File: config.mk
export PLATFORM = sky130hd
export DESIGN_NAME = controlSequencer
export DESIGN_NICKNAME = d
export VERILOG_FILES = /design/src/rtl/cpuPkg.sv /design/src/rtl/controlSequencer.sv
export VERILOG_INCLUDE_DIRS = /design/src /design/src/rtl
export SDC_FILE = /design/constraint.sdc
export NUM_CORES = 1
export LEC_CHECK = 0
export BUFFER_PORTS_ARGS = -buffer_cell sky130_fd_sc_hd__buf_2
export CAP_MARGIN = 40
export CORE_MARGIN = 2
export CORE_UTILIZATION = 50
export DETAILED_ROUTE_END_ITERATION = 12
export GPL_ROUTABILITY_DRIVEN = 0
export GPL_TIMING_DRIVEN = 0
export PLACE_DENSITY = 0.82
export SLEW_MARGIN = 10
export SYNTH_ARGS = -nofsm -noshare
export SYNTH_HDL_FRONTEND = slang
export SYNTH_SLANG_ARGS = --single-unit
File: constraint.sdc
create_clock -name Clock -period 3.7 [get_ports Clock]
set_input_delay 0.37 -clock Clock [delete_from_list [all_inputs] [get_ports Clock]]
set_output_delay 0.37 -clock Clock [all_outputs]
set_load 0.01 [all_outputs]
File: src/rtl/cpuDefines.svh
`ifndef CPU_DEFINES_SVH
`define CPU_DEFINES_SVH

// Data path and storage sizes
`define CPU_WORD_WIDTH 32
`define CPU_REG_COUNT 16
`define CPU_MEM_DEPTH 512
`define CPU_ADDR_WIDTH 9

// Addresses on the bus are byte addresses, RAM is word indexed
`define CPU_BYTE_BITS 2

// Instruction field positions
`define CPU_OPCODE_MSB 31
`define CPU_OPCODE_LSB 27
`define CPU_RA_MSB 26
`define CPU_RA_LSB 23
`define CPU_RB_MSB 22
`define CPU_RB_LSB 19
`define CPU_RC_MSB 18
`define CPU_RC_LSB 15

// Constant C occupies bits 18..0 and is sign extended
`define CPU_CONST_MSB 18

`endif
File: src/rtl/cpuPkg.sv
`include "cpuDefines.svh"

package cpuPkg;

    typedef logic [`CPU_WORD_WIDTH-1:0] word_t;
    typedef logic [3:0] regIndex_t;
    typedef logic [`CPU_ADDR_WIDTH-1:0] memAddr_t;

    // Opcode encodings of the kept instructions
    typedef enum logic [4:0] {
        opLd   = 5'b00000,
        opLdi  = 5'b00001,
        opSt   = 5'b00010,
        opAdd  = 5'b00011,
        opSub  = 5'b00100,
        opAnd  = 5'b01001,
        opOr   = 5'b01010,
        opBrzr = 5'b10010,
        opIn   = 5'b10101,
        opOut  = 5'b10110,
        opHalt = 5'b11010
    } opcode_t;

    typedef enum logic [2:0] {
        srcNone,
        srcPc,
        srcMdr,
        srcZLow,
        srcRegister,
        srcInPort,
        srcConstant
    } busSource_t;

    typedef enum logic [2:0] {
        aluPass,
        aluAdd,
        aluSub,
        aluAnd,
        aluOr,
        aluInc4
    } aluOp_t;

    // ld and st need a seventh step, so T6 follows T5
    typedef enum logic [3:0] {
        stIdle,
        stT0,
        stT1,
        stT2,
        stT3,
        stT4,
        stT5,
        stT6,
        stHalt
    } seqState_t;

    typedef struct packed {
        busSource_t busSource;
        logic       pcLoad;
        logic       marLoad;
        logic       mdrLoad;
        logic       irLoad;
        logic       yLoad;
        logic       zLoad;
        logic       registerLoad;
        logic       outLoad;
        logic       memRead;
        logic       memWrite;
        aluOp_t     aluOp;
        logic       gra;
        logic       grb;
        logic       grc;
        logic       baOut;
        logic       conCheck;
    } ctrlWord_t;

endpackage

File: src/rtl/controlSequencer.sv
`timescale 1ns/1ps

module controlSequencer (
    input  logic              Clock,
    input  logic              reset,
    input  logic              startStrobe,
    input  cpuPkg::opcode_t   opcode,
    input  logic              conFlag,
    output cpuPkg::ctrlWord_t ctrl,
    output logic              halted
);
    import cpuPkg::*;

    seqState_t state;
    seqState_t nextState;

    always_ff @(posedge Clock) begin
        if (reset) begin
            state <= stIdle;
        end else begin
            state <= nextState;
        end
    end

    always_comb begin
        nextState = state;
        case (state)
            stIdle, stHalt: begin
                if (startStrobe) begin
                    nextState = stT0;
                end
            end
            stT0: nextState = stT1;
            stT1: nextState = stT2;
            stT2: nextState = stT3;
            stT3: begin
                case (opcode)
                    opHalt: nextState = stHalt;
                    opAdd, opSub, opAnd, opOr, opBrzr, opLd, opSt: nextState = stT4;
                    // Single step instructions and unknown codes go back to fetch
                    default: nextState = stT0;
                endcase
            end
            stT4: nextState = stT5;
            stT5: begin
                if (opcode == opLd || opcode == opSt) begin
                    nextState = stT6;
                end else begin
                    nextState = stT0;
                end
            end
            stT6: nextState = stT0;
            default: nextState = stIdle;
        endcase
    end

    // One control word per step
    always_comb begin
        ctrl = '0;
        case (state)
            stT0: begin
                ctrl.busSource = srcPc;
                ctrl.marLoad = 1'b1;
                ctrl.aluOp = aluInc4;
                ctrl.pcLoad = 1'b1;
            end
            stT1: begin
                ctrl.memRead = 1'b1;
                ctrl.mdrLoad = 1'b1;
            end
            stT2: begin
                ctrl.busSource = srcMdr;
                ctrl.irLoad = 1'b1;
            end
            stT3: begin
                case (opcode)
                    opLd: begin
                        ctrl.grb = 1'b1;
                        ctrl.baOut = 1'b1;
                        ctrl.busSource = srcRegister;
                        ctrl.yLoad = 1'b1;
                    end
                    opSt: begin
                        // Store data goes to the MDR first
                        ctrl.gra = 1'b1;
                        ctrl.busSource = srcRegister;
                        ctrl.mdrLoad = 1'b1;
                    end
                    opLdi: begin
                        ctrl.busSource = srcConstant;
                        ctrl.gra = 1'b1;
                        ctrl.registerLoad = 1'b1;
                    end
                    opAdd, opSub, opAnd, opOr: begin
                        ctrl.grb = 1'b1;
                        ctrl.busSource = srcRegister;
                        ctrl.yLoad = 1'b1;
                    end
                    opBrzr: begin
                        ctrl.gra = 1'b1;
                        ctrl.conCheck = 1'b1;
                    end
                    opIn: begin
                        ctrl.busSource = srcInPort;
                        ctrl.gra = 1'b1;
                        ctrl.registerLoad = 1'b1;
                    end
                    opOut: begin
                        ctrl.gra = 1'b1;
                        ctrl.busSource = srcRegister;
                        ctrl.outLoad = 1'b1;
                    end
                    default: begin
                        ctrl.busSource = srcNone;
                    end
                endcase
            end
            stT4: begin
                case (opcode)
                    opLd: begin
                        ctrl.busSource = srcConstant;
                        ctrl.aluOp = aluAdd;
                        ctrl.zLoad = 1'b1;
                    end
                    opSt: begin
                        ctrl.grb = 1'b1;
                        ctrl.baOut = 1'b1;
                        ctrl.busSource = srcRegister;
                        ctrl.yLoad = 1'b1;
                    end
                    opAdd, opSub, opAnd, opOr: begin
                        ctrl.grc = 1'b1;
                        ctrl.busSource = srcRegister;
                        ctrl.zLoad = 1'b1;
                        case (opcode)
                            opSub: ctrl.aluOp = aluSub;
                            opAnd: ctrl.aluOp = aluAnd;
                            opOr: ctrl.aluOp = aluOr;
                            default: ctrl.aluOp = aluAdd;
                        endcase
                    end
                    opBrzr: begin
                        // PC already points past the branch
                        ctrl.busSource = srcPc;
                        ctrl.yLoad = 1'b1;
                    end
                    default: begin
                        ctrl.busSource = srcNone;
                    end
                endcase
            end
            stT5: begin
                case (opcode)
                    opLd: begin
                        // Address goes to the MAR and the RAM in the same cycle
                        ctrl.busSource = srcZLow;
                        ctrl.marLoad = 1'b1;
                        ctrl.memRead = 1'b1;
                        ctrl.mdrLoad = 1'b1;
                    end
                    opSt: begin
                        ctrl.busSource = srcConstant;
                        ctrl.aluOp = aluAdd;
                        ctrl.zLoad = 1'b1;
                    end
                    opAdd, opSub, opAnd, opOr: begin
                        ctrl.busSource = srcZLow;
                        ctrl.gra = 1'b1;
                        ctrl.registerLoad = 1'b1;
                    end
                    opBrzr: begin
                        ctrl.busSource = srcConstant;
                        ctrl.aluOp = aluAdd;
                        ctrl.pcLoad = conFlag;
                    end
                    default: begin
                        ctrl.busSource = srcNone;
                    end
                endcase
            end
            stT6: begin
                if (opcode == opLd) begin
                    ctrl.busSource = srcMdr;
                    ctrl.gra = 1'b1;
                    ctrl.registerLoad = 1'b1;
                end else if (opcode == opSt) begin
                    ctrl.busSource = srcZLow;
                    ctrl.marLoad = 1'b1;
                    ctrl.memWrite = 1'b1;
                end
            end
            default: begin
                ctrl = '0;
            end
        endcase
    end

    assign halted = (state == stIdle) || (state == stHalt);

    // A fetched word must decode to a known opcode
    knownOpcode: assert property (@(posedge Clock) disable iff (reset)
        (state == stT3) |-> !$isunknown(opcode));

endmodule

**Yosys cells after proc, flatten, opt, wreduce, memory -nomap -nowiden**

Memories as Yosys holds them, arrays and structs flattened.
Index checks and enable logic that the tools add are counted.

- Reduce and logical (&&, ||, !) cells: 12
- Mux-type cells: 40
- Eq/ne operators: 18

Operators by type and width:

| kind | number |
|---|---|
| 3-bit one-hot mux with 3 select lines | 4 |
| 4-bit one-hot mux with 8 select lines | 1 |
| 3-bit one-hot mux with 6 select lines | 1 |
| 1-bit two-way mux | 17 |
| 4-bit by 3-bit equality test with 1-bit output (second input constant) | 4 |
| 5-bit equality test (second input constant) | 3 |
| 5-bit OR reduction | 3 |
| 1-bit one-hot mux with 2 select lines | 6 |
| 1-bit one-hot mux with 3 select lines | 4 |
| 3-bit one-hot mux with 2 select lines | 2 |
| 5-bit by 2-bit equality test with 1-bit output (second input constant) | 2 |
| 5-bit by 4-bit equality test with 1-bit output (second input constant) | 2 |
| 4-bit by 2-bit equality test with 1-bit output (second input constant) | 2 |
| 7-bit OR reduction | 1 |
| 3-bit two-way mux | 2 |
| 2-bit OR reduction | 3 |
| 5-bit by 1-bit equality test with 1-bit output (second input constant) | 1 |
| 5-bit by 3-bit equality test with 1-bit output (second input constant) | 1 |
| 5-bit zero test | 1 |
| 4-bit by 1-bit equality test with 1-bit output (second input constant) | 1 |
| 4-bit equality test (second input constant) | 1 |
| 4-bit zero test | 1 |
| 2-bit two-way mux | 2 |
| 4-bit two-way mux | 1 |
| other kinds (3) | 4 |

- Bits in read-only memories: 96
- Input bits: 9
- Output and inout bits: 22
- Register bits: 4
- Memories: 1
- Logic and storage cells: 72

Memory list:

| name | words | bits a word | read ports | clocked after memory_dff | wr ports | line | RTL |
|---|---|---|---|---|---|---|---|
| (name not given) | 32 | 3 | 1 | 0 | 0 | controlSequencer.sv:37 | `case (opcode)` |

**Depth between registers and ports, before layout**

Gate-level depths: netlist of the first run.

- Word-level depth: 4
- Gate-level depth with buffers: 8
- Gate-level depth less buffers: 7

**Worst setup path before layout of the first run**

No wires, ideal clock.

- Path type: input to output
- Start: in opcode[0]
- End: out ctrl[20] (netlist bit)
- Path slack: 1,277 ps
- Stages: 8
- Data required time: 3,330 ps
- Data arrival time: 2,053 ps
- Path buffers: 1
- Cell sequence: inv_1 ha_1 buf_6 or3b_4 a32o_1 nand2_2 inv_2 or4_1

RTL lines:

| item | line | RTL |
|---|---|---|
| from (decl) | controlSequencer.sv:7 | `input cpuPkg::opcode_t opcode,` |
| to (decl) | controlSequencer.sv:9 | `output cpuPkg::ctrlWord_t ctrl,` |

==> results of run 1 <==
==> cells by family (layout without fill, tap and decap cells) <==
group,after synthesis,after routing,synth area share (%)
and+or+nand+nor,62,62,48.24
muxes,1,1,1.442
DFF,4,4,10.26
adders and majority gates,4,4,6.411
AOI/OAI and AO/OA,27,27,23.88
buffers and inverters,16,49,8.653
xor gates and xnor gates,1,1,1.122
==> metrics by stage <==
step           instances  instance area [µm²]  setup WS, ns
2_1_floorplan        115                780.7         1.277
3_3_place_gp         161                950.9         1.055
3_5_place_dp         161                950.9         1.024
4_1_cts              164                973.4         1.020
5_1_grt              164                973.4        0.9188
6_report             164                973.4         1.010
==> worst max-delay path by stage <==
| stage | startpoint | end | cells after the start |
|---|---|---|---|
| 2_1_floorplan | opcode[0] | ctrl[20] | 8 |
| 3_3_place_gp | opcode[0] | ctrl[20] | 10 |
| 3_5_place_dp | opcode[0] | ctrl[20] | 10 |
| 4_1_cts | opcode[0] | ctrl[20] | 10 |
| 5_1_grt | opcode[0] | ctrl[20] | 9 |
| 6_report | opcode[0] | ctrl[20] | 9 |
==> power by group through the flow <==
stage,Sequential [mW],Clock [mW],Combinational (mW)
after global placement,0.0495,0,0.100
after floorplan,0.0491,0,0.0701
final,0.0493,0.0523,0.105
after global routing,0.0497,0.0557,0.114
after CTS,0.0493,0.0540,0.104
after detailed placement,0.0500,0,0.104
==> layer usage <==
metal	up-vias	GRT usage (%)	routed length (µm)
met5	-	0	0
met4	0	9.091	48
met3	6	1.250	142
met2	41	41.19	1120
met1	466	34.94	1019
li1	505	-	-
==> area by class of cell <==
class	count	area, µm²
multi-input combinational	95	633.1
fill	140	515.5
timing repair buffer	30	150.1
sequential	4	80.08
buffer	9	41.29
inverter	7	26.28
clock buffer	3	22.52
tap	16	20.02
==> cells in the mapped netlist (2+ instances only) <==
master	instances	area share, %
nand2b_1	4	3.2
nor2b_1	3	2.4
a41o_2	2	2.9
or4_1	3	2.9
dfxtp_1	4	10
a211o_1	2	2.2
a32oi_1	2	2.2
nor3_1	7	4.5
a21oi_1	5	3.2
a31oi_1	4	3.2
nor4_1	3	2.4
o22ai_1	3	2.4
or4bb_1	2	2.9
clkbuf_1	7	3.4
ha_1	4	6.4
nor3b_1	2	1.9
nand2_1	10	4.8
o21ai_0	5	3.2
nand4_1	3	2.4
or4b_2	2	2.6
nand3_1	2	1.3
inv_1	6	2.9
nor2_1	9	4.3
nand4b_1	2	2.2
==> impl_metrics.py, run 1 <==
metrics = {
    "cts": {
        "cts_buffers": 3,
        "clock-sinks": 4,
        "cts_setup_buffers": 0,
        "cts-root-buf": "clkbuf_4",
        "cts_resized": 0,
        "clock_path_buffers": 2,
        "clk_pin_slew_ns": 0.03,
        "holdBufCountCts": 0,
        "cts_tree": "built",
        "htreeDepth": 1,
        "clock_latency_ns": 0.23,
    },
    "synth": {
        "synth_edf_count": 0,
        "ys_types": 43,
        "syn_avg_cell_area_um2": 6.789,
        "async_flop_share_pct": 0,
        "yosysWarnings": 0,
        "postSynthNetCount": 128,
        "yosys_most_used_dff": "dfxtp_1",
        "synth_area_um2": 780.7,
        "synthCells": 115,
        "ys_seq_area_share_pct": 10.26,
        "synth-seq-cells": 4,
    },
    "final_layout": {
        "final_layout_size_suffix_gt1_share_pct": 30.41,
        "top_regs": "state x4",
        "final_nets": 163,
        "utilization_pct": 65.38,
        "largest_register_ff_count": 4,
        "n_antenna_cell": 0,
        "syn2layout_area_growth_pct": 24.68,
        "final_cell_mix": "30 x buf_2, 10 x nand2_1, 9 x nor2_1",
        "regMostFlops": "state",
        "final_common_cell": "buf_2",
    },
    "setup_path": {
        "arrival_ns": 2.32,
        "r2r_slack_ns": 2.09,
        "r2r_end": "state[2]",
        "path_common_cell": "buf_2",
        "cp_max_fo": 10,
        "criticalPathCategory": "input pin to primary output",
        "cp-start-kind": "input pin",
        "cp_cell_sequence": "buf_2 -> inv_1 -> ha_1 -> buf_6 -> or3b_4 -> a31oi_1 -> o21ai_0 -> or4_1 -> buf_2",
        "cpPeakStageDelay_ns": 0.47,
        "critPathTopFamily": "simple AND/OR/NAND/NOR gates",
        "reg2regPathDepth": 5,
        "crit_buf_inv": 4,
        "cpMaxStageDelayCell": "or4_1",
        "cp-end-kind": "primary output",
        "required_ns": 3.33,
        "rr_startpoint": "state[2]",
    },
    "status": {
        "outcome": "finished, final reports clean",
    },
    "route": {
        "vias": 1018,
        "drc": 0,
        "first_pass_iters": 6,
        "drtAntennaViolNets": 0,
        "drt_iter0_markers": 34,
        "wl_per_cell_um": 14.21,
        "wirelength_mm": 2.330,
        "viasPerCell": 6.207,
    },
    "placed_design": {
        "io_buffer_count": 30,
        "dp_hpwl_mm": 1.891,
    },
    "floorplan": {
        "start_util_pct": 52.44,
        "core-area_mm2": 0.001489,
        "ios": 31,
        "die_w_um": 43.52,
        "fp.dieArea_mm2": 0.001894,
        "num_rows": 14,
        "die_y_um": 43.52,
    },
    "power_and_ir_drop": {
        "power_per_cell_area_mw_per_mm2": 212.3,
        "p_sw_mw": 0.07967,
        "p_seq_share_pct": 23.9,
        "peakVddDrop_uv": 253.6,
        "p_int_mw": 0.1270,
        "netSwitchingFraction_pct": 38.55,
        "p_total_mw": 0.2067,
        "p_clk_share_pct": 25.3,
        "leakage_nw": 0.4572,
        "pwr-share-comb_pct": 50.9,
    },
    "grt": {
        "grt_pass1_wl_mm": 3.774,
        "grt_pass1_vias": 866,
        "grt_util_all_layers_pct": 25.13,
        "grt_overflow": 0,
        "grt_antenna_before_repair": 0,
        "grt_max_degree": 11,
    },
    "sta": {
        "slew_violations": 0,
        "grt_setup_unrepaired": "false",
        "finalHoldViolations": 0,
        "setup_viol": 0,
        "fmax_mhz": 371.8,
        "holdWs_ns": 0.3351,
        "fin_skew_ns": 0.001871,
        "period_needed_ns": 2.690,
        "tns_ns": 0,
        "worst_slew_pin_slew_ns": 0.7312,
        "period_share_pct": 72.70,
        "slew_headroom_pct": 50.59,
    },
    "min_path": {
        "worst_hold_path.endpoint": "state[0]",
        "hold_class": "input pin to flip-flop",
        "min_from": "reset",
        "hold_depth": 2,
    },
    "run": {
        "cap_viol_max_count": 0,
    },
}
Note: power is estimated with default switching activity, not from simulation.
==> run 2, diff against run 1 <==
--- a/config.mk
+++ b/config.mk
@@ -9,11 +9,11 @@
 export BUFFER_PORTS_ARGS = -buffer_cell sky130_fd_sc_hd__buf_2
 export CAP_MARGIN = 40
 export CORE_MARGIN = 2
-export CORE_UTILIZATION = 50
+export CORE_UTILIZATION = 43
 export DETAILED_ROUTE_END_ITERATION = 12
 export GPL_ROUTABILITY_DRIVEN = 0
 export GPL_TIMING_DRIVEN = 0
-export PLACE_DENSITY = 0.82
+export PLACE_DENSITY = 0.75
 export SLEW_MARGIN = 10
 export SYNTH_ARGS = -nofsm -noshare
 export SYNTH_HDL_FRONTEND = slang
==> constraint.sdc (replaced) <==
create_clock -name Clock -period 2.2 [get_ports Clock]
set_input_delay 0.22 -clock Clock [delete_from_list [all_inputs] [get_ports Clock]]
set_output_delay 0.22 -clock Clock [all_outputs]
set_load 0.01 [all_outputs]
==> impl_metrics.py, run 2 (same netlist as run 1, synthesis figures left out) <==
metrics = {
    "status": {
        "outcome": "finished, final reports clean",
    },
    "power_and_ir_drop": {
        "power_per_cell_area_mw_per_mm2": 328.1,
        "peakVddDrop_uv": 462.8,
        "p_total_mw": 0.3670,
        "leakage_nw": 0.5083,
    },
    "cts": {
        "clock_latency_ns": 0.23,
        "holdBufCountCts": 0,
        "clock_path_buffers": 2,
        "cts_buffers": 3,
        "clk_pin_slew_ns": 0.03,
        "cts-root-buf": "clkbuf_4",
        "cts_tree": "built",
        "clock-sinks": 4,
        "htreeDepth": 1,
    },
    "final_layout": {
        "final_layout_size_suffix_gt1_share_pct": 43.42,
        "syn2layout_area_growth_pct": 43.27,
        "multi_input_area_um2": 709.4,
        "final_cell_mix": "28 x buf_2, 10 x nand2_1, 9 x nor2_1",
        "n_antenna_cell": 0,
        "largest_register_ff_count": 4,
        "final_nets": 167,
        "regMostFlops": "state",
        "final_common_cell": "buf_2",
        "finalInstanceArea_mm2": 0.001119,
        "layout.area.seq_um2": 80.08,
        "top_regs": "state x4",
        "fillers": 141,
    },
    "placed_design": {
        "dp_hpwl_mm": 1.831,
        "dpl_cell_area_um2": 962.2,
        "io_buffer_count": 30,
    },
    "sta": {
        "slew_violations": 0,
        "grt_setup_unrepaired": "false",
        "fmax_mhz": 466.4,
        "setup_viol": 0,
        "period_needed_ns": 2.144,
        "period_share_pct": 97.47,
        "slew_headroom_pct": 55.97,
        "worst_slew_pin_slew_ns": 0.6513,
        "finalHoldViolations": 0,
        "fin_skew_ns": 0.002401,
    },
    "setup_path": {
        "required_ns": 1.98,
        "cpMaxStageDelayCell": "or4_1",
        "cpPeakStageDelay_ns": 0.38,
        "cp_cell_sequence": "buf_8 -> inv_4 -> ha_4 -> buf_6 -> or3b_4 -> a32o_2 -> nand2_2 -> inv_2 -> or4_1 -> buf_2",
        "crit_start": "opcode[0]",
        "cp-start-kind": "input pin",
        "cp-end-kind": "primary output",
        "arrival_ns": 1.92,
        "criticalPathCategory": "input pin to primary output",
        "cp_max_fo": 4,
        "rr_startpoint": "state[2]",
    },
    "route": {
        "wirelength_mm": 2.700,
        "drtAntennaViolNets": 0,
        "wl_per_cell_um": 15.25,
        "viasPerCell": 6.220,
        "drc": 0,
        "vias": 1101,
        "drt_iter0_markers": 43,
        "first_pass_iters": 4,
    },
    "grt": {
        "grt_max_degree": 11,
        "grt_overflow": 0,
        "grt_pass1_wl_mm": 4.091,
        "grt_antenna_before_repair": 0,
        "grt_util_all_layers_pct": 25.55,
        "grt_pass1_vias": 900,
    },
    "min_path": {
        "hold_class": "input pin to flip-flop",
        "min_from": "reset",
    },
    "floorplan": {
        "core-area_mm2": 0.001708,
        "die_y_um": 46.61,
        "start_util_pct": 45.71,
        "die_w_um": 46.61,
        "fp.dieArea_mm2": 0.002172,
        "num_rows": 15,
        "ios": 31,
    },
    "run": {
        "cap_viol_max_count": 0,
    },
}
run 2: cell types whose count changed in the layout (fill, tap and decap cells not counted), sizes merged:
cell  delta
buf      +4
run 2: through the flow:
step                setup TNS, ns  util, %  worst slack, ns  hold WS, ns  std cells
floorplan                       0        -          0.07728       0.2891        115
global placement          -0.1609    56.34          -0.1609       0.4109        170
detailed placement        -0.1801    56.34          -0.1761       0.4113        170
CTS                             0    61.54         0.003264       0.1675        174
global route                    0    65.49         0.002095       0.1719        177
finish                          0    65.49          0.05577       0.1747        177
run 2: final cells by class:
cell class	count	share of cell area, %
multi-input combinational	95	63.42
sequential	4	7.159
tap	25	2.796
buffer	8	3.803
clock buffer	3	2.013
inverter	7	2.573
timing repair buffer	35	18.23
run 2: worst paths after layout:
| path | end | slack (ns) | cells past startpoint |
|---|---|---|---|
| max | ctrl[20] | 0.06 | 10 |
| min | state[0] | 0.17 | 2 |
| max reg2reg | state[2] | 0.60 | 5 |
| min reg2reg | state[1] | 0.80 | 3 |
run 2: what timing repair did:
item | in CTS | in global routing
gates resized for setup | 15 | 16
buffers inserted | 2 | 3
endpoints found under the setup margin | 8 | 13
pin swaps | 3 | 2
run 2: report_power, final:
group          internal [mW]  switching [mW]
registers             0.0784         0.00534
clock network         0.0607          0.0264
logic                 0.0875           0.109
total                  0.227           0.140
run 2: per-layer routing:
layer	GRT usage, %	part of all wire [%]	vias up
li1	-	-	514
met3	4.314	8.7	8
met5	0	0	-
met1	35.94	42	493
met4	2.222	2.0	0
met2	42.22	48	86
run 2: critical path, delay by kind of cell:
family / cells / cell delay [ns]
buffers and inverters: 5 / 0.43
AO/OA/AOI/OAI: 1 / 0.30
AND/OR/NAND/NOR: 3 / 0.84
adder cells (fa/ha/maj): 1 / 0.14
==> run 3, diff against run 2 <==
--- a/config.mk
+++ b/config.mk
@@ -14,6 +14,7 @@
 export GPL_ROUTABILITY_DRIVEN = 0
 export GPL_TIMING_DRIVEN = 0
 export PLACE_DENSITY = 0.75
+export RECOVER_POWER = 100
 export SLEW_MARGIN = 10
 export SYNTH_ARGS = -nofsm -noshare
 export SYNTH_HDL_FRONTEND = slang
==> impl_metrics.py, run 3 (same netlist as run 1, synthesis figures left out) <==
metrics = {
    "status": {
        "outcome": "finished, final reports clean",
    },
    "floorplan": {
        "num_rows": 15,
        "fp.dieArea_mm2": 0.002172,
        "start_util_pct": 45.71,
        "die_w_um": 46.61,
        "die_y_um": 46.61,
        "ios": 31,
        "core-area_mm2": 0.001708,
    },
    "final_layout": {
        "final_nets": 167,
        "utilization_pct": 64.47,
        "syn2layout_area_growth_pct": 41.03,
        "fillers": 153,
        "finalInstanceArea_mm2": 0.001101,
        "largest_register_ff_count": 4,
        "top_regs": "state x4",
        "n_antenna_cell": 0,
        "regMostFlops": "state",
        "final_layout_size_suffix_gt1_share_pct": 34.87,
        "final_cell_mix": "15 x clkbuf_1, 15 x buf_2, 10 x nand2_1",
    },
    "route": {
        "vias": 1088,
        "wirelength_mm": 2.701,
        "viasPerCell": 6.147,
        "wl_per_cell_um": 15.26,
        "drt_iter0_markers": 43,
        "drc": 0,
        "first_pass_iters": 4,
        "drtAntennaViolNets": 0,
    },
    "grt": {
        "grt_overflow": 0,
        "grt_max_degree": 11,
        "grt_pass1_wl_mm": 4.091,
        "grt_antenna_before_repair": 0,
        "grt_util_all_layers_pct": 25.55,
        "grt_pass1_vias": 900,
    },
    "run": {
        "cap_viol_max_count": 0,
    },
    "sta": {
        "holdWs_ns": 0.1748,
        "fin_skew_ns": 0.002404,
        "worst_slew_pin_slew_ns": 0.6292,
        "slew_violations": 0,
        "slew_headroom_pct": 57.46,
        "setup_viol": 0,
        "fmax_mhz": 465.5,
        "period_needed_ns": 2.148,
        "period_share_pct": 97.64,
        "finalHoldViolations": 0,
        "tns_ns": 0,
    },
    "setup_path": {
        "cpPeakStageDelay_ns": 0.53,
        "cp_max_fo": 10,
        "cpMaxStageDelayCell": "or4_1",
        "cp_cell_sequence": "clkbuf_2 -> nand4b_1 -> or4_1 -> nand4_1 -> clkbuf_1",
        "cp-end-kind": "primary output",
        "criticalPathCategory": "flip-flop to primary output",
        "required_ns": 1.98,
        "cp-start-kind": "flip-flop",
        "arrival_ns": 1.93,
    },
    "placed_design": {
        "io_buffer_count": 30,
        "dp_hpwl_mm": 1.831,
        "dpl_cell_area_um2": 962.2,
    },
    "cts": {
        "cts_buffers": 3,
        "clk_pin_slew_ns": 0.04,
        "clock_path_buffers": 2,
        "htreeDepth": 1,
        "clock-sinks": 4,
        "cts-root-buf": "clkbuf_4",
        "cts_tree": "built",
        "holdBufCountCts": 0,
        "clock_latency_ns": 0.23,
    },
    "power_and_ir_drop": {
        "power_per_cell_area_mw_per_mm2": 330.5,
        "leakage_nw": 0.4600,
        "peakVddDrop_uv": 463.0,
    },
    "min_path": {
        "hold_class": "input pin to flip-flop",
    },
}
run 3: area by class of cell:
type,count,area (µm²),area share (%)
tap,25,31.28,2.841
sequential,4,80.08,7.273
timing repair buffer,35,188.9,17.16
buffer,8,42.54,3.864
inverter,7,28.78,2.614
multi-input combinational,95,706.9,64.20
clock buffer,3,22.52,2.045
run 3: timing repair:
action | CTS | global route
cloned | 0 | 0
buffers inserted | 2 | 3
endpoints found under the setup margin | 8 | 13
hold endpoints to repair | 0 | 0
gates resized for setup | 15 | 16
pin swaps | 3 | 2
run 3: where the power goes:
part	internal (mW)	leakage, nW	switching [mW]	total, mW
registers	0.0784	0.0326	0.00539	0.0837
logic	0.0836	0.414	0.109	0.193
clock network	0.0607	0.0138	0.0263	0.0871
run 3: worst paths after layout:
check	startpoint	to	slack (ns)	depth (start not counted)
max	state[2]	ctrl[19]	0.05	5
min	reset	state[0]	0.17	2
max reg2reg	state[2]	state[2]	0.60	5
min reg2reg	state[0]	state[1]	0.79	3
run 3: metal layers:
layer	up-vias	routed length (µm)	global-route usage, %	part of all wire [%]
li1	516	-	-	-
met1	492	1155	35.94	43
met2	76	1295	42.22	48
met3	4	211	4.314	7.8
met4	0	38	2.222	1.4
met5	-	0	0	0
run 3: stage by stage:
| stage | total power, mW | worst slack (ns) | cells |
|---|---|---|---|
| after global routing | 0.3936 | -0.004446 | 177 |
| after detailed placement | 0.2562 | -0.1761 | 170 |
| final | 0.3639 | 0.05199 | 177 |
| after CTS | 0.3590 | 0.003264 | 174 |
| after global placement | 0.2523 | -0.1609 | 170 |
| after floorplan | 0.2005 | 0.07728 | 115 |
run 3: critical path, delay by kind of cell, from the launching register on:
kind                   cells  cell delay [ns]
and+or+nand+nor            3             0.89
buffers and inverters      2             0.42
DFF                        1             0.38
